[src/design/fePkg.sv]
// Front-end diagnostic definitions
package fePkg;

  ////////////////////////////////////////////////////////////////////////////
  // Widths that carry a meaning

  typedef logic [6:0]  tDiagFunc;   // CLK diagnostic function code
  typedef logic [17:0] tEbusRh;     // EBUS right half, bits 18..35
  typedef logic [1:0]  tMboxPhase;  // MBOX four-phase counter
  typedef logic [1:0]  tCredit;     // Credit count and queue fill level
  typedef logic [3:0]  tListIdx;    // Position within a function list
  typedef logic [3:0]  tStrobeCnt;  // Strobe hold plus gap timer

  ////////////////////////////////////////////////////////////////////////////
  // Diagnostic function codes seen by the CLK module

  localparam tDiagFunc diagStopClock     = 7'o000;
  localparam tDiagFunc diagStartClock    = 7'o001;
  localparam tDiagFunc diagStepClock     = 7'o002;  // Single step MBOX
  localparam tDiagFunc diagCondStep      = 7'o004;  // Step only if mid-cycle
  localparam tDiagFunc diagSetReset      = 7'o006;
  localparam tDiagFunc diagClrReset      = 7'o007;
  localparam tDiagFunc diagClrRun        = 7'o010;
  localparam tDiagFunc diagSetRun        = 7'o011;
  localparam tDiagFunc diagBurstRh       = 7'o042;  // Burst counter 8,4,2,1
  localparam tDiagFunc diagBurstLh       = 7'o043;  // Burst counter 128,64,32,16
  localparam tDiagFunc diagClkSrcRate    = 7'o044;
  localparam tDiagFunc diagMboxDisParChk = 7'o045;
  localparam tDiagFunc diagResetParRegs  = 7'o046;
  localparam tDiagFunc diagEboxClkDis    = 7'o047;
  localparam tDiagFunc diagEnableKl      = 7'o067;
  localparam tDiagFunc diagInitChannels  = 7'o070;
  localparam tDiagFunc diagWriteMbox     = 7'o071;
  localparam tDiagFunc diagEbusLoad      = 7'o076;  // Sets memory reset flop

  localparam tEbusRh MboxInitData = 18'o000120;     // Written by last master step

  ////////////////////////////////////////////////////////////////////////////
  // Flow control and timing

  localparam int CmdCredits = 2;   // Strober queue depth
  localparam int StrobeHold = 9;   // Cycles with strobe high
  localparam int StrobeGap  = 4;   // Idle cycles before a credit returns
  localparam int SyncTries  = 5;   // Max samples of A change coming
  localparam int SyncWait   = 5;   // Settle cycles before each sample

  // Function list lengths
  localparam int Phase1Len = 12;
  localparam int Phase2Len = 5;
  localparam int SoftLen   = 5;

  ////////////////////////////////////////////////////////////////////////////
  // Bundles

  // One command from the sequencer
  typedef struct packed {
    tDiagFunc func;
    tEbusRh   data;
    logic     isWrite;   // Data goes on the bus
  } tDiagCmd;

  // Diagnostic side of the EBUS
  typedef struct packed {
    logic     strobe;    // Diag strobe
    tDiagFunc func;      // DS lines
    tEbusRh   data;      // Right half data
    logic     driving;   // Data valid
  } tEbusDiag;

endpackage
[src/design/feSubsystem.sv]
// Front-end diagnostic subsystem
`timescale 1ns/100ps

module feSubsystem import fePkg::*; (
  input  logic       clk,
  input  logic       rst,
  input  logic       masterResetReq,
  input  logic       softResetReq,
  input  logic       mboxHold,
  input  tMboxPhase  phaseInit,
  output logic       busy,
  output logic       done,
  output logic       syncError,
  output logic       clkRunning,
  output logic       klReset,
  output logic       runFlop,
  output logic       klEnabled,
  output logic [7:0] burstCount,
  output tEbusRh     mboxWrite,
  output logic [7:0] stepCount,
  output tEbusDiag   ebus
);

  tDiagCmd cmd;
  logic    cmdValid;
  logic    creditReturn;
  logic    aChangeComing;
  logic    startMaster;    // Accepted master request, loads MBOX phase

  diagSequencer uSeq (
    .clk, .rst, .masterResetReq, .softResetReq, .aChangeComing, .creditReturn,
    .cmd, .cmdValid, .busy, .done, .syncError, .startMaster
  );

  ebusStrober uStrober (
    .clk, .rst, .cmd, .cmdValid, .creditReturn, .ebus
  );

  clkDiagCtl uClk (
    .clk, .rst, .ebus, .phaseLoad(startMaster), .phaseInit, .mboxHold,
    .aChangeComing, .clkRunning, .klReset, .runFlop, .klEnabled,
    .burstCount, .mboxWrite, .stepCount
  );

endmodule

[src/design/clkDiagCtl.sv]
// CLK module diagnostic decoder
`timescale 1ns/100ps

module clkDiagCtl import fePkg::*; (
  input  logic       clk,
  input  logic       rst,
  input  tEbusDiag   ebus,
  input  logic       phaseLoad,
  input  tMboxPhase  phaseInit,
  input  logic       mboxHold,
  output logic       aChangeComing,
  output logic       clkRunning,
  output logic       klReset,
  output logic       runFlop,
  output logic       klEnabled,
  output logic [7:0] burstCount,
  output tEbusRh     mboxWrite,
  output logic [7:0] stepCount
);

  logic      strobeLast;   // Strobe one cycle ago
  logic      strobeEdge;
  logic      stepHit;
  tEbusRh    dataRh;       // Right half as seen by the CLK module
  tMboxPhase phase;
  logic      klEnable;     // KL decoding enable flop
  logic [3:0] eboxClkDis;  // EBOX clock disables

  ////////////////////////////////////////////////////////////////////////////
  // Strobe edge and operand

  always_ff @(posedge clk) begin
    if (rst) strobeLast <= 1'b0;
    else strobeLast <= ebus.strobe;
  end

  assign strobeEdge = ebus.strobe && !strobeLast;   // Act once per strobe
  assign dataRh     = ebus.driving ? ebus.data : '0; // Undriven bus reads zero

  // MBOX is mid-cycle whenever its phase is not zero
  assign aChangeComing = (phase != '0);

  // Conditional step only moves a free MBOX that is mid-cycle
  assign stepHit = (ebus.func == diagStepClock) ||
                   ((ebus.func == diagCondStep) && aChangeComing && !mboxHold);

  // Any EBOX clock disable blocks KL decoding
  assign klEnabled = klEnable && (eboxClkDis == '0);

  ////////////////////////////////////////////////////////////////////////////
  // Control flops

  always_ff @(posedge clk) begin
    if (rst) begin
      runFlop    <= 1'b0;
      clkRunning <= 1'b0;
      klReset    <= 1'b0;
      klEnable   <= 1'b0;
      eboxClkDis <= '0;
      burstCount <= '0;
    end else if (strobeEdge) begin
      case (ebus.func)
        diagClrRun:     runFlop    <= 1'b0;
        diagSetRun:     runFlop    <= 1'b1;
        diagStartClock: clkRunning <= 1'b1;
        diagStopClock:  clkRunning <= 1'b0;
        diagSetReset:   klReset    <= 1'b1;
        diagClrReset:   klReset    <= 1'b0;
        diagBurstRh:    burstCount[3:0] <= dataRh[3:0];   // Low nibble
        diagBurstLh:    burstCount[7:4] <= dataRh[3:0];   // High nibble
        diagEboxClkDis: eboxClkDis <= dataRh[3:0];
        diagEnableKl:   klEnable   <= 1'b1;
        default: begin
          // Other functions have no state in this model
        end
      endcase
    end
  end

  // MBOX write register
  always_ff @(posedge clk) begin
    if (strobeEdge && (ebus.func == diagWriteMbox)) mboxWrite <= dataRh;
  end

  ////////////////////////////////////////////////////////////////////////////
  // MBOX phase and step count

  always_ff @(posedge clk) begin
    if (rst) begin
      phase     <= '0;
      stepCount <= '0;
    end else if (phaseLoad) begin
      phase     <= phaseInit;    // Start of a master reset
      stepCount <= '0;
    end else if (strobeEdge && stepHit) begin
      if (!mboxHold) phase <= phase + 1'b1;   // Wraps after four steps
      stepCount <= stepCount + 1'b1;          // Counts held steps too
    end
  end

endmodule

[src/design/ebusStrober.sv]
// EBUS diagnostic strobe generator
`timescale 1ns/100ps

module ebusStrober import fePkg::*; (
  input  logic     clk,
  input  logic     rst,
  input  tDiagCmd  cmd,
  input  logic     cmdValid,
  output logic     creditReturn,
  output tEbusDiag ebus
);

  tDiagCmd   queue [CmdCredits];   // Command storage
  logic      wrPtr;
  logic      rdPtr;
  tCredit    count;                // Entries held
  tStrobeCnt timer;                // Cycles since strobe rose
  logic      active;               // A strobe or its gap is in progress
  logic      strobeEnd;
  logic      lastGap;
  logic      push;
  logic      pop;
  tDiagCmd   head;

  ////////////////////////////////////////////////////////////////////////////
  // Command queue

  assign push = cmdValid;           // Credits guarantee room

  // Empty queue passes the incoming command straight through
  assign head = (count == '0) ? cmd : queue[rdPtr];

  always_ff @(posedge clk) begin
    if (push) queue[wrPtr] <= cmd;
  end

  always_ff @(posedge clk) begin
    if (rst) begin
      wrPtr <= 1'b0;
      rdPtr <= 1'b0;
      count <= '0;
    end else begin
      if (push) wrPtr <= ~wrPtr;    // Two entries, pointer toggles
      if (pop)  rdPtr <= ~rdPtr;
      count <= count + tCredit'(push) - tCredit'(pop);
    end
  end

  ////////////////////////////////////////////////////////////////////////////
  // Strobe shaping

  assign strobeEnd = (timer == tStrobeCnt'(StrobeHold - 1));               // Last high cycle
  assign lastGap   = active && (timer == tStrobeCnt'(StrobeHold + StrobeGap - 1));

  // Start the next strobe right after the gap
  assign pop = (!active || lastGap) && ((count != '0) || cmdValid);

  assign creditReturn = lastGap;    // Slot free again

  always_ff @(posedge clk) begin
    if (rst) begin
      active <= 1'b0;
      timer  <= '0;
      ebus   <= '0;
    end else if (pop) begin
      active       <= 1'b1;
      timer        <= '0;
      ebus.strobe  <= 1'b1;
      ebus.func    <= head.func;
      ebus.data    <= head.isWrite ? head.data : '0;   // Bus idles at zero
      ebus.driving <= head.isWrite;
    end else if (active) begin
      timer <= timer + 1'b1;
      if (lastGap) active <= 1'b0;
      if (strobeEnd) begin
        // Drop strobe and release the data lines together
        ebus.strobe  <= 1'b0;
        ebus.driving <= 1'b0;
        ebus.data    <= '0;
      end
    end
  end

endmodule

[src/design/diagSequencer.sv]
// Reset sequence controller
`timescale 1ns/100ps

module diagSequencer import fePkg::*; (
  input  logic    clk,
  input  logic    rst,
  input  logic    masterResetReq,
  input  logic    softResetReq,
  input  logic    aChangeComing,
  input  logic    creditReturn,
  output tDiagCmd cmd,
  output logic    cmdValid,
  output logic    busy,
  output logic    done,
  output logic    syncError,
  output logic    startMaster
);

  typedef enum logic [2:0] {
    sIdle, sPhase1, sDrain, sSyncWait, sPhase2, sSoft, sFinish
  } tSeqState;

  tSeqState   state;
  tListIdx    idx;           // Next entry of the active list
  tCredit     credits;       // Free strober slots
  logic [2:0] waitCnt;       // Settle timer for the sync sample
  logic [2:0] tries;         // Samples taken so far
  logic       startSoft;
  logic       listState;
  logic       listLast;
  logic       creditsFull;
  logic       sampleNow;
  logic       stepNow;

  ////////////////////////////////////////////////////////////////////////////
  // Function lists

  // Master reset, phase 1
  function automatic tDiagCmd phase1Cmd(input tListIdx i);
    case (i)
      4'd0:    return tDiagCmd'{diagClrRun,        '0, 1'b0};
      4'd1:    return tDiagCmd'{diagClkSrcRate,    '0, 1'b1};
      4'd2:    return tDiagCmd'{diagStopClock,     '0, 1'b0};
      4'd3:    return tDiagCmd'{diagSetReset,      '0, 1'b0};
      4'd4:    return tDiagCmd'{diagResetParRegs,  '0, 1'b1};
      4'd5:    return tDiagCmd'{diagMboxDisParChk, '0, 1'b1};
      4'd6:    return tDiagCmd'{diagBurstRh,       '0, 1'b1};
      4'd7:    return tDiagCmd'{diagBurstLh,       '0, 1'b1};
      4'd8:    return tDiagCmd'{diagEboxClkDis,    '0, 1'b1};
      4'd9:    return tDiagCmd'{diagStartClock,    '0, 1'b0};
      4'd10:   return tDiagCmd'{diagInitChannels,  '0, 1'b1};
      default: return tDiagCmd'{diagBurstRh,       '0, 1'b1};
    endcase
  endfunction

  // Master reset, phase 2 after MBOX sync
  function automatic tDiagCmd phase2Cmd(input tListIdx i);
    case (i)
      4'd0:    return tDiagCmd'{diagCondStep, '0, 1'b0};
      4'd1:    return tDiagCmd'{diagClrReset, '0, 1'b0};
      4'd2:    return tDiagCmd'{diagEnableKl, '0, 1'b1};
      4'd3:    return tDiagCmd'{diagEbusLoad, '0, 1'b1};
      default: return tDiagCmd'{diagWriteMbox, MboxInitData, 1'b1};
    endcase
  endfunction

  // Soft reset for RAM loaders
  function automatic tDiagCmd softCmd(input tListIdx i);
    case (i)
      4'd0:    return tDiagCmd'{diagSetReset,   '0, 1'b0};
      4'd1:    return tDiagCmd'{diagStartClock, '0, 1'b0};
      4'd2:    return tDiagCmd'{diagStopClock,  '0, 1'b0};
      4'd3:    return tDiagCmd'{diagCondStep,   '0, 1'b0};
      default: return tDiagCmd'{diagClrReset,   '0, 1'b0};
    endcase
  endfunction

  ////////////////////////////////////////////////////////////////////////////
  // Issue logic

  assign startMaster = (state == sIdle) && masterResetReq;   // Master wins a tie
  assign startSoft   = (state == sIdle) && softResetReq && !masterResetReq;
  assign busy        = (state != sIdle);
  assign creditsFull = (credits == tCredit'(CmdCredits));    // Strober fully drained
  assign listState   = (state == sPhase1) || (state == sPhase2) || (state == sSoft);

  // Sample A change coming once the settle time is over
  assign sampleNow = (state == sSyncWait) && (waitCnt == 3'(SyncWait - 1));
  assign stepNow   = sampleNow && aChangeComing && (tries != 3'(SyncTries - 1));

  always_comb begin
    case (state)
      sPhase1: listLast = (idx == tListIdx'(Phase1Len - 1));
      sPhase2: listLast = (idx == tListIdx'(Phase2Len - 1));
      default: listLast = (idx == tListIdx'(SoftLen - 1));
    endcase
  end

  always_comb begin
    case (state)
      sPhase1:   cmd = phase1Cmd(idx);
      sPhase2:   cmd = phase2Cmd(idx);
      sSoft:     cmd = softCmd(idx);
      sSyncWait: cmd = tDiagCmd'{diagStepClock, '0, 1'b0};   // Sync loop step
      default:   cmd = '0;
    endcase
  end

  // Hold the command while out of credits
  assign cmdValid = (listState && (credits != '0)) || stepNow;

  ////////////////////////////////////////////////////////////////////////////
  // Sequencer FSM

  always_ff @(posedge clk) begin
    if (rst) begin
      state     <= sIdle;
      idx       <= '0;
      credits   <= tCredit'(CmdCredits);
      waitCnt   <= '0;
      tries     <= '0;
      done      <= 1'b0;
      syncError <= 1'b0;
    end else begin
      credits <= credits - tCredit'(cmdValid) + tCredit'(creditReturn);
      done    <= 1'b0;
      case (state)
        sIdle: begin
          idx <= '0;
          if (startMaster) begin
            syncError <= 1'b0;          // New master reset, fresh status
            state     <= sPhase1;
          end else if (startSoft) begin
            state <= sSoft;
          end
        end
        sPhase1: begin
          if (cmdValid) begin
            if (listLast) begin
              idx   <= '0;
              tries <= '0;
              state <= sDrain;
            end else begin
              idx <= idx + 1'b1;
            end
          end
        end
        sDrain: begin
          // Every issued function has reached the CLK module
          if (creditsFull) begin
            waitCnt <= '0;
            state   <= sSyncWait;
          end
        end
        sSyncWait: begin
          waitCnt <= waitCnt + 1'b1;
          if (sampleNow) begin
            if (stepNow) begin
              tries <= tries + 1'b1;
              state <= sDrain;
            end else begin
              if (aChangeComing) syncError <= 1'b1;   // MBOX never synced
              state <= sPhase2;
            end
          end
        end
        sPhase2, sSoft: begin
          if (cmdValid) begin
            if (listLast) state <= sFinish;
            else idx <= idx + 1'b1;
          end
        end
        default: begin
          // Finish once the last strobe is out
          if (creditsFull) begin
            done  <= 1'b1;
            state <= sIdle;
          end
        end
      endcase
    end
  end

endmodule

[config.mk]
export PLATFORM = sky130hd
export DESIGN_NAME = feSubsystem
export DESIGN_NICKNAME = d
export VERILOG_FILES = /design/src/design/fePkg.sv /design/src/design/feSubsystem.sv /design/src/design/clkDiagCtl.sv /design/src/design/ebusStrober.sv /design/src/design/diagSequencer.sv
export SDC_FILE = /design/constraint.sdc
export NUM_CORES = 1
export LEC_CHECK = 0
export ABC_AREA = 1
export BUFFER_PORTS_ARGS = -buffer_cell sky130_fd_sc_hd__buf_4
export CORE_AREA = 5 5 90 92
export DETAILED_ROUTE_END_ITERATION = 8
export DIE_AREA = 0 0 95 97
export PLACE_DENSITY = 0.83
export SETUP_SLACK_MARGIN = 0.5
export SKIP_LAST_GASP = 1
export SLEW_MARGIN = 20
export SYNTH_ARGS = -nofsm -noshare
export SYNTH_HDL_FRONTEND = slang
export SYNTH_SLANG_ARGS = --single-unit
[constraint.sdc]
create_clock -name clk -period 3.44 [get_ports clk]
set_input_delay 0.688 -clock clk [delete_from_list [all_inputs] [get_ports clk]]
set_output_delay 0.688 -clock clk [all_outputs]
set_load 0.005 [all_outputs]
==> run_results.csv <==
group,metric,value,unit
outcome,status,"complete, no violations",
floorplan,die_x,95,um
cts,cts_buffers,9,
logic_synthesis,synth_top_family_by_area,"simple AND/OR/NAND/NOR gates",
cts,ctsHoldBuffers,0,
power_and_ir_drop,seq_power_share,36.6,%
floorplan,io_pins,75,
timing,setup_viol,0,
timing,hold_violations,0,
detailed_routing,drt_iter0_drc,128,
setup_path,endpoint_kind,"flop",
setup_path,cp.required,3690,ps
logic_synthesis,synth_enable_flop_cells,15,
power_and_ir_drop,power_density,764,nW/um^2
detailed_routing,drtAntennaViolNets,0,
power_and_ir_drop,clkPwrFrac,19.8,%
floorplan,initial_utilization,58.3,%
place,globalplace.congestion,0.918,
logic_synthesis,synth_compound_area_share,11.6,%
detailed_routing,drc,0,
cts,cts_setup_buffers,0,
timing,worst_pin_slew,690,ps
detailed_routing,wl,8140,um
logic_synthesis,synth-simple-area-share,26.9,%
cts,clockRootBuffer,"clkbuf_8",
logic_synthesis,avgSynthCellArea,8.06,um^2
cts,cts.repair.resized,0,
power_and_ir_drop,p_sw_share,42.7,%
setup_path,critPathMaxFanout,11,
logic_synthesis,syn_area,4160,um^2
timing,slew_headroom,53.8,%
setup_path,cp-start-kind,"flop",
power_and_ir_drop,ir_worst_vdd,0.000359,V
global_routing,grt.total_usage,17.9,%
flow_run,max_cap_violations,0,
logic_synthesis,yosys_warnings,0,
global_routing,overflow,0,
detailed_routing,vias,3284,
timing,fmax,403,MHz
layout,finalNetCount,574,
layout,final_common_cell,"nand2_1",
floorplan,die_area,9220,um^2
floorplan,core_area,7140,um^2
logic_synthesis,synth_xor_area_share,2.74,%
cts,clk_latency,360,ps
layout,areaGrowthSynthToFinish,8.76,%
global_routing,grt_pass1_wl,13400,um
setup_path,criticalPathCategory,"flop to flop",
global_routing,grt_antenna_before_repair,0,
power_and_ir_drop,intPower,1980,uW
global_routing,grt_max_degree,18,
power_and_ir_drop,power.net_switching,1480,uW
logic_synthesis,synth_mux_area_share,0,%
min_path,hold_class,"flop to flop",
layout,most-common-layout-cells,"99 x nand2_1, 57 x dfxtp_1, 56 x inv_1",
layout,fill_cells,622,
global_routing,grt_pass1_vias,3051,
detailed_routing,viasPerCell,5.03,
place,io_buffers,33,
cts,clkSinkCount,72,
power_and_ir_drop,leakage,0.00213,uW
detailed_routing,routedWlPerCell,12.5,um
detailed_routing,firstDrtPassIters,4,
power_and_ir_drop,power,3460,uW
cts,htreeDepth,3,
setup_path,cp.arrival,2730,ps
timing,clock_skew,9.77,ps
layout,drive_above_1_share,18.1,%
timing,setup_tns,0,ps
timing,rsz0062_at_grt,"no",
logic_synthesis,ys_seq_area_share,38.3,%
logic_synthesis,synthAdderAreaFrac,5.42,%
layout,antenna_cells,0,
floorplan,core.rowCount,31,
floorplan,die_y,97,um
cts,clk_pin_slew,80,ps
cts,cts_tree,"built",
logic_synthesis,async_flop_share,0,%
logic_synthesis,syn_inst,516,
timing,slew_viol_final,0,
logic_synthesis,synth_flop_cell,"dfxtp_1",
cts,clk_path_buf_depth,2,
timing,fin_crit,2480,ps
timing,period_share,72.1,%
logic_synthesis,ys_types,48,
place,dp_hpwl,6280,um
power_and_ir_drop,combPwrFrac,43.6,%
logic_synthesis,synth-seq-cells,72,
==> registers in the layout, summed over array words and instances, names as in the netlist, named ones only <==
name             cells
uClk.strobeLast      1
uSeq.syncError       1
uSeq.done            1
uClk.klReset         1
uStrober.timer       4
uClk.klEnable        1
uSeq.tries           3
uClk.clkRunning      1
uStrober.rdPtr       1
uClk.phase           2
uClk.stepCount       8
uStrober.queue      14
uClk.runFlop         1
uStrober.active      1
uClk.mboxWrite       1
uSeq.credits         2
uStrober.ebus        9
uStrober.count       2
uSeq.idx             4
uStrober.wrPtr       1
uSeq.state           3
uSeq.waitCnt         3
==> critical path, cell delays in order (launching register included) <==
cell,delay [ps]
dfxtp_1,370
inv_2,160
nand2_1,110
nor2_1,550
nand2_1,140
nand3_2,140
nand2_1,60
nand2_1,80
nand2_1,40
nand2_1,50
nand2_1,60
inv_1,90
nand2_2,100
ha_1,290
nand2_1,50
nand2_1,60
nand2_1,40
==> metal layers <==
metal,global-route usage [%],share of wire (%),vias to the layer above
met5,0,0,-
met4,5.33,1.3,0
met3,5.35,6.6,11
met2,31.0,49,97
met1,21.0,43,1520
li1,-,-,1656
==> per-stage QoR <==
step	setup slack [ps]	area (um^2)	std cells	hold WS [ps]	util [%]
3_5_place_dp	989	4310	637	453	60.4
2_1_floorplan	1520	4310	556	434	-
5_1_grt	688	4520	653	511	63.4
3_3_place_gp	1080	4310	637	444	60.4
6_report	959	4520	653	457	63.4
4_1_cts	965	4520	653	464	63.4
==> power by group through the flow <==
stage,Clock [uW],Sequential [uW],Combinational [uW]
2_1_floorplan,0,1230,1210
3_3_place_gp,0,1270,1430
3_5_place_dp,0,1280,1500
4_1_cts,690,1260,1510
5_1_grt,733,1290,1710
6_report,683,1260,1510
==> cells by family after synthesis <==
family	after synthesis
XOR/XNOR	13
buffers and inverters	118
other	1
adder cells (fa/ha/maj)	18
flip-flops	72
AND/OR/NAND/NOR	220
AO/OA/AOI/OAI	74
==> layout make-up <==
class | count | area (um^2) | area share, %
Tap cell | 99 | 124 | 2.74
Clock inverter | 5 | 35.0 | 0.775
Multi-Input combinational cell | 366 | 2090 | 46.3
Inverter | 66 | 250 | 5.53
Clock buffer | 11 | 174 | 3.85
Timing Repair Buffer | 34 | 255 | 5.64
Sequential cell | 72 | 1590 | 35.2
==> cells in the mapped netlist, types with 2 or more instances <==
cell type,number,share of area [%]
o21ai_2,2,0.42
nand2_2,9,1.4
nor2_4,3,0.81
o21ai_0,22,2.6
a21oi_1,27,3.3
a311oi_1,2,0.42
a211oi_1,3,0.54
buf_2,2,0.24
clkbuf_1,5,0.45
nor2_8,2,0.96
ha_1,18,5.4
o22ai_2,4,1.2
nor2_1,41,3.7
buf_6,2,0.54
nor4_1,2,0.30
nand3_4,2,0.84
o21ai_1,3,0.36
xor2_1,12,2.5
inv_2,9,0.81
inv_1,56,5.1
buf_4,43,7.8
nand3_2,2,0.48
nor3_1,10,1.2
nand2_1,99,8.9
dfxtp_1,57,27
o211ai_1,3,0.54
nand2_4,9,2.4
edfxtp_1,15,11
nand4_1,3,0.45
nand3_1,31,3.7
==> worst paths after layout <==
check	cells past startpoint	startpoint	endpoint	slack, ps
max	16	uSeq.state[2]$_SDFFE_PP0P_	flop	960
min	2	uSeq.syncError$_SDFFE_PP0P_	uSeq.syncError$_SDFFE_PP0P_	460
max reg2reg	16	uSeq.state[2]$_SDFFE_PP0P_	flop	960
min reg2reg	2	uSeq.syncError$_SDFFE_PP0P_	uSeq.syncError$_SDFFE_PP0P_	460
No activity file was read; power rests on OpenSTA's default activity.
